`src/rtl/cpu_pkg.sv`:
```
// shared types for the rv32i subset core
// only word transfers exist, so a bus request carries no byte select
// immediates leave the decoder already sign extended
package cpu_pkg;

    // data word and byte address
    typedef logic [31:0] word_t;
    typedef logic [4:0]  reg_idx_t;

    // major opcodes of the supported subset
    typedef enum logic [6:0] {
        OP     = 7'b0110011,
        OP_IMM = 7'b0010011,
        LOAD   = 7'b0000011,
        STORE  = 7'b0100011,
        BRANCH = 7'b1100011,
        JAL    = 7'b1101111,
        LUI    = 7'b0110111
    } opcode_e;

    typedef enum logic [3:0] {
        ALU_ADD,
        ALU_SUB,
        ALU_XOR,
        ALU_OR,
        ALU_AND,
        ALU_SLL,
        ALU_SRL,
        // lui result is the immediate itself
        ALU_PASS_IMM
    } alu_op_e;

    // decoded control for one instruction
    typedef struct packed {
        alu_op_e    alu_op;
        // branch condition, raw funct3
        logic [2:0] funct3;
        logic       use_imm;
        logic       is_load;
        logic       is_store;
        logic       is_branch;
        logic       is_jal;
        logic       writes_rd;
        logic       illegal;
        reg_idx_t   rd;
    } dec_ctrl_t;

    // one word transfer toward the bus manager
    typedef struct packed {
        word_t addr;
        word_t wdata;
        logic  we;
    } bus_req_t;

endpackage

```
`src/rtl/instr_decoder.sv`:
```
`timescale 1ns/100ps
// purely combinational decode of the instruction register
// unsupported encodings come out as illegal with every action flag cleared,
// so they retire as a no-op
module instr_decoder import cpu_pkg::*; (
    input  word_t     instr_i,
    output dec_ctrl_t ctrl_o,
    output reg_idx_t  rs1_o,
    output reg_idx_t  rs2_o,
    output word_t     imm_o
);

    opcode_e    opcode;
    logic [2:0] funct3;
    logic [6:0] funct7;
    alu_op_e    f3_op;
    logic       f3_ok;
    logic       legal;
    word_t      imm_i_w, imm_s_w, imm_b_w, imm_u_w, imm_j_w;

    assign opcode = opcode_e'(instr_i[6:0]);
    assign funct3 = instr_i[14:12];
    assign funct7 = instr_i[31:25];
    assign rs1_o  = instr_i[19:15];
    assign rs2_o  = instr_i[24:20];

    // immediate formats
    assign imm_i_w = {{20{instr_i[31]}}, instr_i[31:20]};
    assign imm_s_w = {{20{instr_i[31]}}, instr_i[31:25], instr_i[11:7]};
    assign imm_b_w = {{19{instr_i[31]}}, instr_i[31], instr_i[7], instr_i[30:25],
                      instr_i[11:8], 1'b0};
    assign imm_u_w = {instr_i[31:12], 12'b0};
    assign imm_j_w = {{11{instr_i[31]}}, instr_i[31], instr_i[19:12], instr_i[20],
                      instr_i[30:21], 1'b0};

    // funct3 map shared by register and immediate forms
    always_comb begin
        f3_op = ALU_ADD;
        f3_ok = 1'b1;
        case (funct3)
            3'b000:  f3_op = ALU_ADD;
            3'b001:  f3_op = ALU_SLL;
            3'b100:  f3_op = ALU_XOR;
            3'b101:  f3_op = ALU_SRL;
            3'b110:  f3_op = ALU_OR;
            3'b111:  f3_op = ALU_AND;
            default: f3_ok = 1'b0;
        endcase
    end

    always_comb begin
        ctrl_o        = '0;
        ctrl_o.funct3 = funct3;
        ctrl_o.rd     = instr_i[11:7];
        imm_o         = imm_i_w;
        legal         = 1'b1;
        case (opcode)
            OP: begin
                ctrl_o.writes_rd = 1'b1;
                ctrl_o.alu_op    = f3_op;
                // sub is the only funct7 variant kept
                if (funct3 == 3'b000 && funct7 == 7'b0100000) begin
                    ctrl_o.alu_op = ALU_SUB;
                end else begin
                    legal = f3_ok && (funct7 == 7'b0);
                end
            end
            OP_IMM: begin
                ctrl_o.writes_rd = 1'b1;
                ctrl_o.use_imm   = 1'b1;
                ctrl_o.alu_op    = f3_op;
                // shifts need a clean funct7, srai is not supported
                legal = f3_ok && (funct3[1:0] != 2'b01 || funct7 == 7'b0);
            end
            LOAD: begin
                ctrl_o.writes_rd = 1'b1;
                ctrl_o.is_load   = 1'b1;
                legal = (funct3 == 3'b010);
            end
            STORE: begin
                ctrl_o.is_store = 1'b1;
                imm_o = imm_s_w;
                legal = (funct3 == 3'b010);
            end
            BRANCH: begin
                ctrl_o.is_branch = 1'b1;
                imm_o = imm_b_w;
                legal = (funct3 inside {3'b000, 3'b001, 3'b100, 3'b101});
            end
            JAL: begin
                ctrl_o.writes_rd = 1'b1;
                ctrl_o.is_jal    = 1'b1;
                imm_o = imm_j_w;
            end
            LUI: begin
                ctrl_o.writes_rd = 1'b1;
                ctrl_o.use_imm   = 1'b1;
                ctrl_o.alu_op    = ALU_PASS_IMM;
                imm_o = imm_u_w;
            end
            default: legal = 1'b0;
        endcase
        if (!legal) begin
            ctrl_o         = '0;
            ctrl_o.illegal = 1'b1;
        end
    end

endmodule

```
`src/rtl/reg_file.sv`:
```
`timescale 1ns/100ps
// 32 x 32 register file, reads are combinational
// x0 is hardwired to zero by dropping writes to it
module reg_file import cpu_pkg::*; (
    input  logic     clk,
    input  logic     rst,
    input  reg_idx_t rs1_i,
    input  reg_idx_t rs2_i,
    input  reg_idx_t wr_idx_i,
    input  logic     wr_en_i,
    input  word_t    wr_data_i,
    output word_t    rs1_val_o,
    output word_t    rs2_val_o
);

    word_t regs [32];

    always_ff @(posedge clk or posedge rst) begin
        if (rst) begin
            for (int i = 0; i < 32; i++) begin
                regs[i] <= '0;
            end
        end else if (wr_en_i && wr_idx_i != 5'd0) begin
            regs[wr_idx_i] <= wr_data_i;
        end
    end

    // read ports
    assign rs1_val_o = regs[rs1_i];
    assign rs2_val_o = regs[rs2_i];

endmodule

```
`src/rtl/alu_branch.sv`:
```
`timescale 1ns/100ps
// combinational datapath for one instruction
// branch compares are unsigned, so blt and bge behave like bltu and bgeu
// take_branch_o is also raised for jal
module alu_branch import cpu_pkg::*; (
    input  dec_ctrl_t ctrl_i,
    input  word_t     rs1_val_i,
    input  word_t     rs2_val_i,
    input  word_t     imm_i,
    input  word_t     pc_i,
    output word_t     result_o,
    output word_t     mem_addr_o,
    output logic      take_branch_o
);

    word_t op_b;
    logic  cond;

    assign op_b = ctrl_i.use_imm ? imm_i : rs2_val_i;

    always_comb begin
        case (ctrl_i.alu_op)
            ALU_ADD:      result_o = rs1_val_i + op_b;
            ALU_SUB:      result_o = rs1_val_i - op_b;
            ALU_XOR:      result_o = rs1_val_i ^ op_b;
            ALU_OR:       result_o = rs1_val_i | op_b;
            ALU_AND:      result_o = rs1_val_i & op_b;
            ALU_SLL:      result_o = rs1_val_i << op_b[4:0];
            ALU_SRL:      result_o = rs1_val_i >> op_b[4:0];
            ALU_PASS_IMM: result_o = imm_i;
            default:      result_o = rs1_val_i + op_b;
        endcase
        // link address
        if (ctrl_i.is_jal) begin
            result_o = pc_i + 32'd4;
        end
    end

    // lw and sw address
    assign mem_addr_o = rs1_val_i + imm_i;

    always_comb begin
        case (ctrl_i.funct3)
            3'b000:  cond = (rs1_val_i == rs2_val_i);
            3'b001:  cond = (rs1_val_i != rs2_val_i);
            3'b100:  cond = (rs1_val_i < rs2_val_i);
            3'b101:  cond = (rs1_val_i >= rs2_val_i);
            default: cond = 1'b0;
        endcase
    end

    assign take_branch_o = (ctrl_i.is_branch && cond) || ctrl_i.is_jal;

endmodule

```
`src/rtl/core_sequencer.sv`:
```
`timescale 1ns/100ps
// multicycle control: IDLE, FETCH, EXECUTE, optional MEM, WRITEBACK
// en_i is sampled in IDLE only, an instruction in flight always retires
// one request per bus wait state, held until rsp_done_i
module core_sequencer import cpu_pkg::*; #(
    parameter word_t RESET_PC = 32'h3300_0000
) (
    input  logic      clk,
    input  logic      rst,
    input  logic      en_i,
    input  dec_ctrl_t ctrl_i,
    input  word_t     imm_i,
    input  word_t     alu_result_i,
    input  word_t     mem_addr_i,
    input  word_t     rs2_val_i,
    input  logic      take_branch_i,
    input  logic      busy_i,
    input  logic      rsp_done_i,
    input  word_t     rsp_data_i,
    output word_t     instr_o,
    output word_t     pc_o,
    output logic      req_valid_o,
    output bus_req_t  req_o,
    output logic      wr_en_o,
    output reg_idx_t  wr_idx_o,
    output word_t     wr_data_o
);

    typedef enum logic [2:0] {IDLE, FETCH, EXECUTE, MEM, WRITEBACK} seq_state_e;

    seq_state_e state;
    word_t      pc_q, ir_q, result_q, addr_q, store_q, load_q;
    logic       take_q;
    logic       issued_q;
    logic       waiting;
    logic       mem_access;

    assign waiting     = (state == FETCH) || (state == MEM);
    assign req_valid_o = waiting && !issued_q;
    assign mem_access  = (ctrl_i.is_load || ctrl_i.is_store) && !ctrl_i.illegal;

    always_ff @(posedge clk or posedge rst) begin
        if (rst) begin
            state    <= IDLE;
            pc_q     <= RESET_PC;
            take_q   <= 1'b0;
            issued_q <= 1'b0;
        end else begin
            // request goes out once per wait state
            if (rsp_done_i) begin
                issued_q <= 1'b0;
            end else if (req_valid_o && !busy_i) begin
                issued_q <= 1'b1;
            end
            case (state)
                IDLE: begin
                    if (en_i) begin
                        state <= FETCH;
                    end
                end
                FETCH: begin
                    if (rsp_done_i) begin
                        state <= EXECUTE;
                    end
                end
                EXECUTE: begin
                    take_q <= take_branch_i;
                    state  <= mem_access ? MEM : WRITEBACK;
                end
                MEM: begin
                    if (rsp_done_i) begin
                        state <= WRITEBACK;
                    end
                end
                WRITEBACK: begin
                    pc_q  <= take_q ? pc_q + imm_i : pc_q + 32'd4;
                    state <= IDLE;
                end
                default: state <= IDLE;
            endcase
        end
    end

    // instruction and execute results
    always_ff @(posedge clk) begin
        if (state == FETCH && rsp_done_i) begin
            ir_q <= rsp_data_i;
        end
        if (state == EXECUTE) begin
            result_q <= alu_result_i;
            addr_q   <= mem_addr_i;
            store_q  <= rs2_val_i;
        end
        if (state == MEM && rsp_done_i) begin
            load_q <= rsp_data_i;
        end
    end

    always_comb begin
        req_o.addr  = pc_q;
        req_o.wdata = '0;
        req_o.we    = 1'b0;
        if (state == MEM) begin
            req_o.addr  = addr_q;
            req_o.wdata = store_q;
            req_o.we    = ctrl_i.is_store;
        end
    end

    assign instr_o   = ir_q;
    assign pc_o      = pc_q;
    assign wr_en_o   = (state == WRITEBACK) && ctrl_i.writes_rd;
    assign wr_idx_o  = ctrl_i.rd;
    assign wr_data_o = ctrl_i.is_load ? load_q : result_q;

    // a request is neither withdrawn nor changed before its response
    a_req_hold: assert property (@(posedge clk) disable iff (rst)
        waiting && !rsp_done_i |=> waiting && $stable(req_o));

    a_state_legal: assert property (@(posedge clk) disable iff (rst)
        state inside {IDLE, FETCH, EXECUTE, MEM, WRITEBACK});

endmodule

```
`src/rtl/wb_manager.sv`:
```
`timescale 1ns/100ps
// wishbone classic manager, one single transfer at a time
// stb and cyc rise the cycle after accept and drop the cycle after ack
// no retry or error handling, the slave must eventually ack
module wb_manager import cpu_pkg::*; (
    input  logic     clk,
    input  logic     rst,
    input  logic     req_valid_i,
    input  bus_req_t req_i,
    input  word_t    wb_dat_i,
    input  logic     wb_ack_i,
    output logic     busy_o,
    output logic     rsp_done_o,
    output word_t    rsp_data_o,
    output word_t    wb_adr_o,
    output word_t    wb_dat_o,
    output logic     wb_we_o,
    output logic     wb_stb_o,
    output logic     wb_cyc_o
);

    typedef enum logic {W_IDLE, ACTIVE} wb_state_e;

    wb_state_e state;
    logic      accept;

    assign busy_o = (state == ACTIVE);
    assign accept = req_valid_i && !busy_o;

    always_ff @(posedge clk or posedge rst) begin
        if (rst) begin
            state      <= W_IDLE;
            wb_adr_o   <= '0;
            wb_dat_o   <= '0;
            wb_we_o    <= 1'b0;
            wb_stb_o   <= 1'b0;
            wb_cyc_o   <= 1'b0;
            rsp_done_o <= 1'b0;
        end else begin
            rsp_done_o <= 1'b0;
            case (state)
                W_IDLE: begin
                    if (accept) begin
                        wb_adr_o <= req_i.addr;
                        wb_dat_o <= req_i.wdata;
                        wb_we_o  <= req_i.we;
                        wb_stb_o <= 1'b1;
                        wb_cyc_o <= 1'b1;
                        state    <= ACTIVE;
                    end
                end
                ACTIVE: begin
                    if (wb_ack_i) begin
                        wb_adr_o   <= '0;
                        wb_dat_o   <= '0;
                        wb_we_o    <= 1'b0;
                        wb_stb_o   <= 1'b0;
                        wb_cyc_o   <= 1'b0;
                        rsp_done_o <= 1'b1;
                        state      <= W_IDLE;
                    end
                end
                default: state <= W_IDLE;
            endcase
        end
    end

    // read data sampled on the ack cycle
    always_ff @(posedge clk) begin
        if (state == ACTIVE && wb_ack_i) begin
            rsp_data_o <= wb_dat_i;
        end
    end

    a_stb_in_cyc: assert property (@(posedge clk) disable iff (rst)
        wb_stb_o |-> wb_cyc_o);

    a_adr_hold: assert property (@(posedge clk) disable iff (rst)
        wb_stb_o && !wb_ack_i |=> wb_stb_o && $stable(wb_adr_o));

endmodule

```
`src/rtl/cpu_top.sv`:
```
`timescale 1ns/100ps
// rv32i subset core with a wishbone classic manager port
// word accesses only, no byte select lines
// RESET_PC is the first fetch address
module cpu_top import cpu_pkg::*; #(
    parameter word_t RESET_PC = 32'h3300_0000
) (
    input  logic  clk,
    input  logic  rst,
    input  logic  en_i,
    input  word_t wb_dat_i,
    input  logic  wb_ack_i,
    output word_t wb_adr_o,
    output word_t wb_dat_o,
    output logic  wb_we_o,
    output logic  wb_stb_o,
    output logic  wb_cyc_o
);

    dec_ctrl_t ctrl;
    reg_idx_t  rs1_idx, rs2_idx, wr_idx;
    word_t     instr, pc, imm, rs1_val, rs2_val;
    word_t     alu_result, mem_addr, wr_data, rsp_data;
    logic      take_branch, wr_en;
    logic      req_valid, busy, rsp_done;
    bus_req_t  req;

    core_sequencer #(
        .RESET_PC(RESET_PC)
    ) u_seq (
        .clk(clk), .rst(rst), .en_i(en_i),
        .ctrl_i(ctrl), .imm_i(imm), .alu_result_i(alu_result),
        .mem_addr_i(mem_addr), .rs2_val_i(rs2_val), .take_branch_i(take_branch),
        .busy_i(busy), .rsp_done_i(rsp_done), .rsp_data_i(rsp_data),
        .instr_o(instr), .pc_o(pc), .req_valid_o(req_valid), .req_o(req),
        .wr_en_o(wr_en), .wr_idx_o(wr_idx), .wr_data_o(wr_data)
    );

    // decoder and register file both look at the instruction register
    instr_decoder u_dec (
        .instr_i(instr), .ctrl_o(ctrl), .rs1_o(rs1_idx), .rs2_o(rs2_idx), .imm_o(imm)
    );

    reg_file u_rf (
        .clk(clk), .rst(rst), .rs1_i(rs1_idx), .rs2_i(rs2_idx),
        .wr_idx_i(wr_idx), .wr_en_i(wr_en), .wr_data_i(wr_data),
        .rs1_val_o(rs1_val), .rs2_val_o(rs2_val)
    );

    alu_branch u_alu (
        .ctrl_i(ctrl), .rs1_val_i(rs1_val), .rs2_val_i(rs2_val), .imm_i(imm),
        .pc_i(pc), .result_o(alu_result), .mem_addr_o(mem_addr),
        .take_branch_o(take_branch)
    );

    wb_manager u_wb (
        .clk(clk), .rst(rst), .req_valid_i(req_valid), .req_i(req),
        .wb_dat_i(wb_dat_i), .wb_ack_i(wb_ack_i),
        .busy_o(busy), .rsp_done_o(rsp_done), .rsp_data_o(rsp_data),
        .wb_adr_o(wb_adr_o), .wb_dat_o(wb_dat_o), .wb_we_o(wb_we_o),
        .wb_stb_o(wb_stb_o), .wb_cyc_o(wb_cyc_o)
    );

endmodule

```
`config.mk`:
```
export PLATFORM = sky130hd
export DESIGN_NAME = cpu_top
export DESIGN_NICKNAME = d
export VERILOG_FILES = /design/src/rtl/cpu_pkg.sv /design/src/rtl/instr_decoder.sv /design/src/rtl/reg_file.sv /design/src/rtl/alu_branch.sv /design/src/rtl/core_sequencer.sv /design/src/rtl/wb_manager.sv /design/src/rtl/cpu_top.sv
export SDC_FILE = /design/constraint.sdc
export NUM_CORES = 2
export LEC_CHECK = 0
export BUFFER_PORTS_ARGS = -buffer_cell sky130_fd_sc_hd__buf_2
export CORE_UTILIZATION = 35
export CTS_CLUSTER_DIAMETER = 200
export DETAILED_ROUTE_END_ITERATION = 10
export PLACE_DENSITY = 0.54
export SLEW_MARGIN = 20
export SYNTH_ARGS = -nofsm -noshare
export SYNTH_HDL_FRONTEND = slang
export SYNTH_SLANG_ARGS = --single-unit
```
`constraint.sdc`:
```
create_clock -name clk -period 81.8 [get_ports clk]
set_input_delay 4.09 -clock clk [delete_from_list [all_inputs] [get_ports clk]]
set_output_delay 4.09 -clock clk [all_outputs]
set_load 0.02 [all_outputs]
```
==> flow_summary.toml <==
[final_layout]
area_growth_pct = 11.5
final_layout_size_suffix_gt1_share_pct = 16.4
final_area_sq_um = 84100
final_cell_mix = "1352 x nand2_1, 1242 x o21ai_0, 1124 x dfrtp_1"
layout_commonest_cell = "nand2_1"
nNetsFinal = 7305

[clock_network]
hold_buffers = 0
cts_sinks = 1321
clockBufferDepth = 3
insertion_delay_ns = 0.83
cts_tree = "done"
clockRootBuffer = "clkbuf_16"
post-cts-setup-buffers = 0
clk_pin_slew_ns = 0.07
cts_buffers = 146
cts_resized = 0
htree_levels = 4

[drt]
first_pass_iters = 6
vias_per_cell = 5.88
ant_nets = 0
drt-total-wl_microns = 290000
wl_per_cell_microns = 29.0
drt_iter0_markers = 6373
drc_errors = 0
dr_total_vias = 59000

[logic_synthesis]
avgSynthCellArea_sq_um = 10.4
synthAdderAreaFrac_pct = 3.33
synthMuxAreaShare_pct = 19.9
post_synth_instance_area_sq_um = 75500
yosysUniqueCellTypes = 100
ys_seq_area_share_pct = 45.1
synthTopCellsByArea = "dfrtp_1 37%, mux4_2 14%, o21ai_0 8.3%, edfxtp_1 7.6%, nand2_1 6.9%"
synth_compound_area_share_pct = 15.0
synth_warnings = 0
ys.flop_type = "dfrtp_1"
syn-num-nets = 7480
synth_top_family_by_area = "multiplexers"
synthSimpleGateAreaFrac_pct = 10.9
synth-edff-count = 192
yosysTopAreaCellShare_pct = 37.3
synthXorXnorAreaFrac_pct = 1.61
synth-seq-cells = 1321
synthArstFlopShare_pct = 85.5
syn_inst = 7245
yosysTopAreaCell = "dfrtp_1"

[power_and_ir_drop]
p_leak_nw = 36.8
p_per_area_nw_per_um2 = 20.2
irDropWorstVdd_uv = 20.4
power_mw = 1.70

[global_route]
track_usage_pct = 26.5
antenna_found_initial = 9
grt_pass1_vias = 57700
grt_pass1_wl_microns = 420000
overflow = 0
grt_max_degree = 153

[die]
core_sq_um = 214000
dieWidth_microns = 466
floorplan.rows = 170
start_util_pct = 35.2
die_h_microns = 466
die-area_sq_um = 218000
num_io_pins = 103

[placed_design]
dp_slack_ns = 72.87
portBuffers = 102
dpl_cell_area_sq_um = 79100
gp_congestion = 0.992
hpwl_microns = 191000

[timing]
setup_viol = 0
fin_worst_hold_slack_ns = 0.393
min_period_ns = 9.00
fin_crit_sh_pct = 11.0
rsz0062_at_grt = "no"
final.setup_skew_ns = 0.0478
max_freq_mhz = 111
slew_violations = 0
worst_slack_ns = 72.80
setup_tns_ns = 0
slew_headroom_pct = 18.6
hold_violations = 0
worst_slew_pin_slew_ns = 1.22

[worst_setup_path]
critPathTopFamily = "simple AND/OR/NAND/NOR gates"
r2r_slack_ns = 72.80
cp-start-kind = "flop"
crit_path_end_kind = "flop"
cp.required_ns = 82.38
critPathSlowestCell = "edfxtp_1"
critPathBufInv = 3
cp.arrival_ns = 9.59
crit_type = "reg -> reg"
critPathMaxFanout = 51
cpPeakStageDelay_ns = 1.09

[flow_run]
cap_viol_max_count = 0

[hold_path]
hold_class = "reg -> reg"

[run_status]
status = "finished clean"
[synth_stat cells (all sizes together), types with 8 or more instances]
cell and count:
o221ai 11, a31oi 20, and3 41, a221o 8
mux2i 408, o21a 19, clkbuf 468, nor2b 30
xnor2 94, a21o 62, nand2 1383, mux4 479
dfrtp 1125, a221oi 47, xor2 42, or3 9
a211oi 24, nor4 9, nand4 22, o21bai 18
nand2b 30, buf 168, a22o 44, o2111ai 13
or2 10, inv 140, o21ai 1249, a22oi 93
o31ai 13, nand3 117, a21oi 203, mux2 11
o22ai 35, o211ai 27, edfxtp 192, ha 196
and2 21, nor3 37, nor2 207, a32oi 20
[final cells by class]
type	count	area [sq um]
well taps	2838	3550
repair buffers	313	2180
flip-flops and latches	1321	34000
inverters	142	543
diodes	3	7.51
fillers	20800	130000
multi-input cells	5146	38800
clock inverters	59	847
clock buffers	208	4160
[logic make-up after synthesis]
group           count (synthesis)
compound gates               1960
simple gates                 1952
flops                        1321
mux                           898
buf+inv                       778
fa+ha+maj                     199
xor+xnor                      137
[routing by layer]
metal | up-vias | track usage, % | wire length, microns
li1 | 26000 | - | -
met1 | 30100 | 35.8 | 123000
met2 | 2353 | 42.3 | 135000
met3 | 543 | 4.16 | 19300
met4 | 10 | 11.0 | 13300
met5 | - | 0 | 65
[path summary, 6_finish.rpt]
check | endpoint | depth (start not counted) | from
max | u_seq.result_q[31]$_DFFE_PN_ | 26 | u_seq.instr_o[20]$_DFFE_PP_
min | u_rf.regs[1013]$_DFFE_PP0P_ | 0 | u_rf.regs[1013]$_DFFE_PP0P_
min in group asynchronous | u_wb.wb_dat_o[20]$_DFFE_PP0P_ | 2 | rst
max in group asynchronous | u_rf.regs[14]$_DFFE_PP0P_ | 6 | rst
min reg2reg | u_rf.regs[1013]$_DFFE_PP0P_ | 0 | u_rf.regs[1013]$_DFFE_PP0P_
max reg2reg | u_seq.result_q[31]$_DFFE_PN_ | 26 | u_seq.instr_o[20]$_DFFE_PP_
[flip-flops by register name (all words and copies together) (netlist names)]
register	cells
u_seq.pc_o	32
u_rf.regs	1024
u_wb.busy_o	1
u_seq.take_q	1
u_seq.store_q	32
u_seq.result_q	32
u_wb.rsp_done_o	1
u_wb.wb_dat_o	32
u_wb.wb_adr_o	32
u_seq.state	3
u_seq.load_q	32
u_seq.issued_q	1
u_wb.wb_stb_o	1
u_wb.wb_we_o	1
u_seq.addr_q	32
u_seq.instr_o	32
u_wb.rsp_data_o	32
[metrics by stage]
step                      cells  utilization, %
after global placement     9759            36.9
after floorplan            7245               -
after detailed placement   9760            36.9
after CTS                 10000            39.2
after global routing      10000            39.2
final                     10000            39.2
[report_power, final]
part | internal, mW | switching (mW) | total (mW)
Clock | 0.395 | 0.300 | 0.695
Sequential | 0.696 | 0.0269 | 0.723
Combinational | 0.0936 | 0.192 | 0.285
Power figures use the tool's default switching activity.
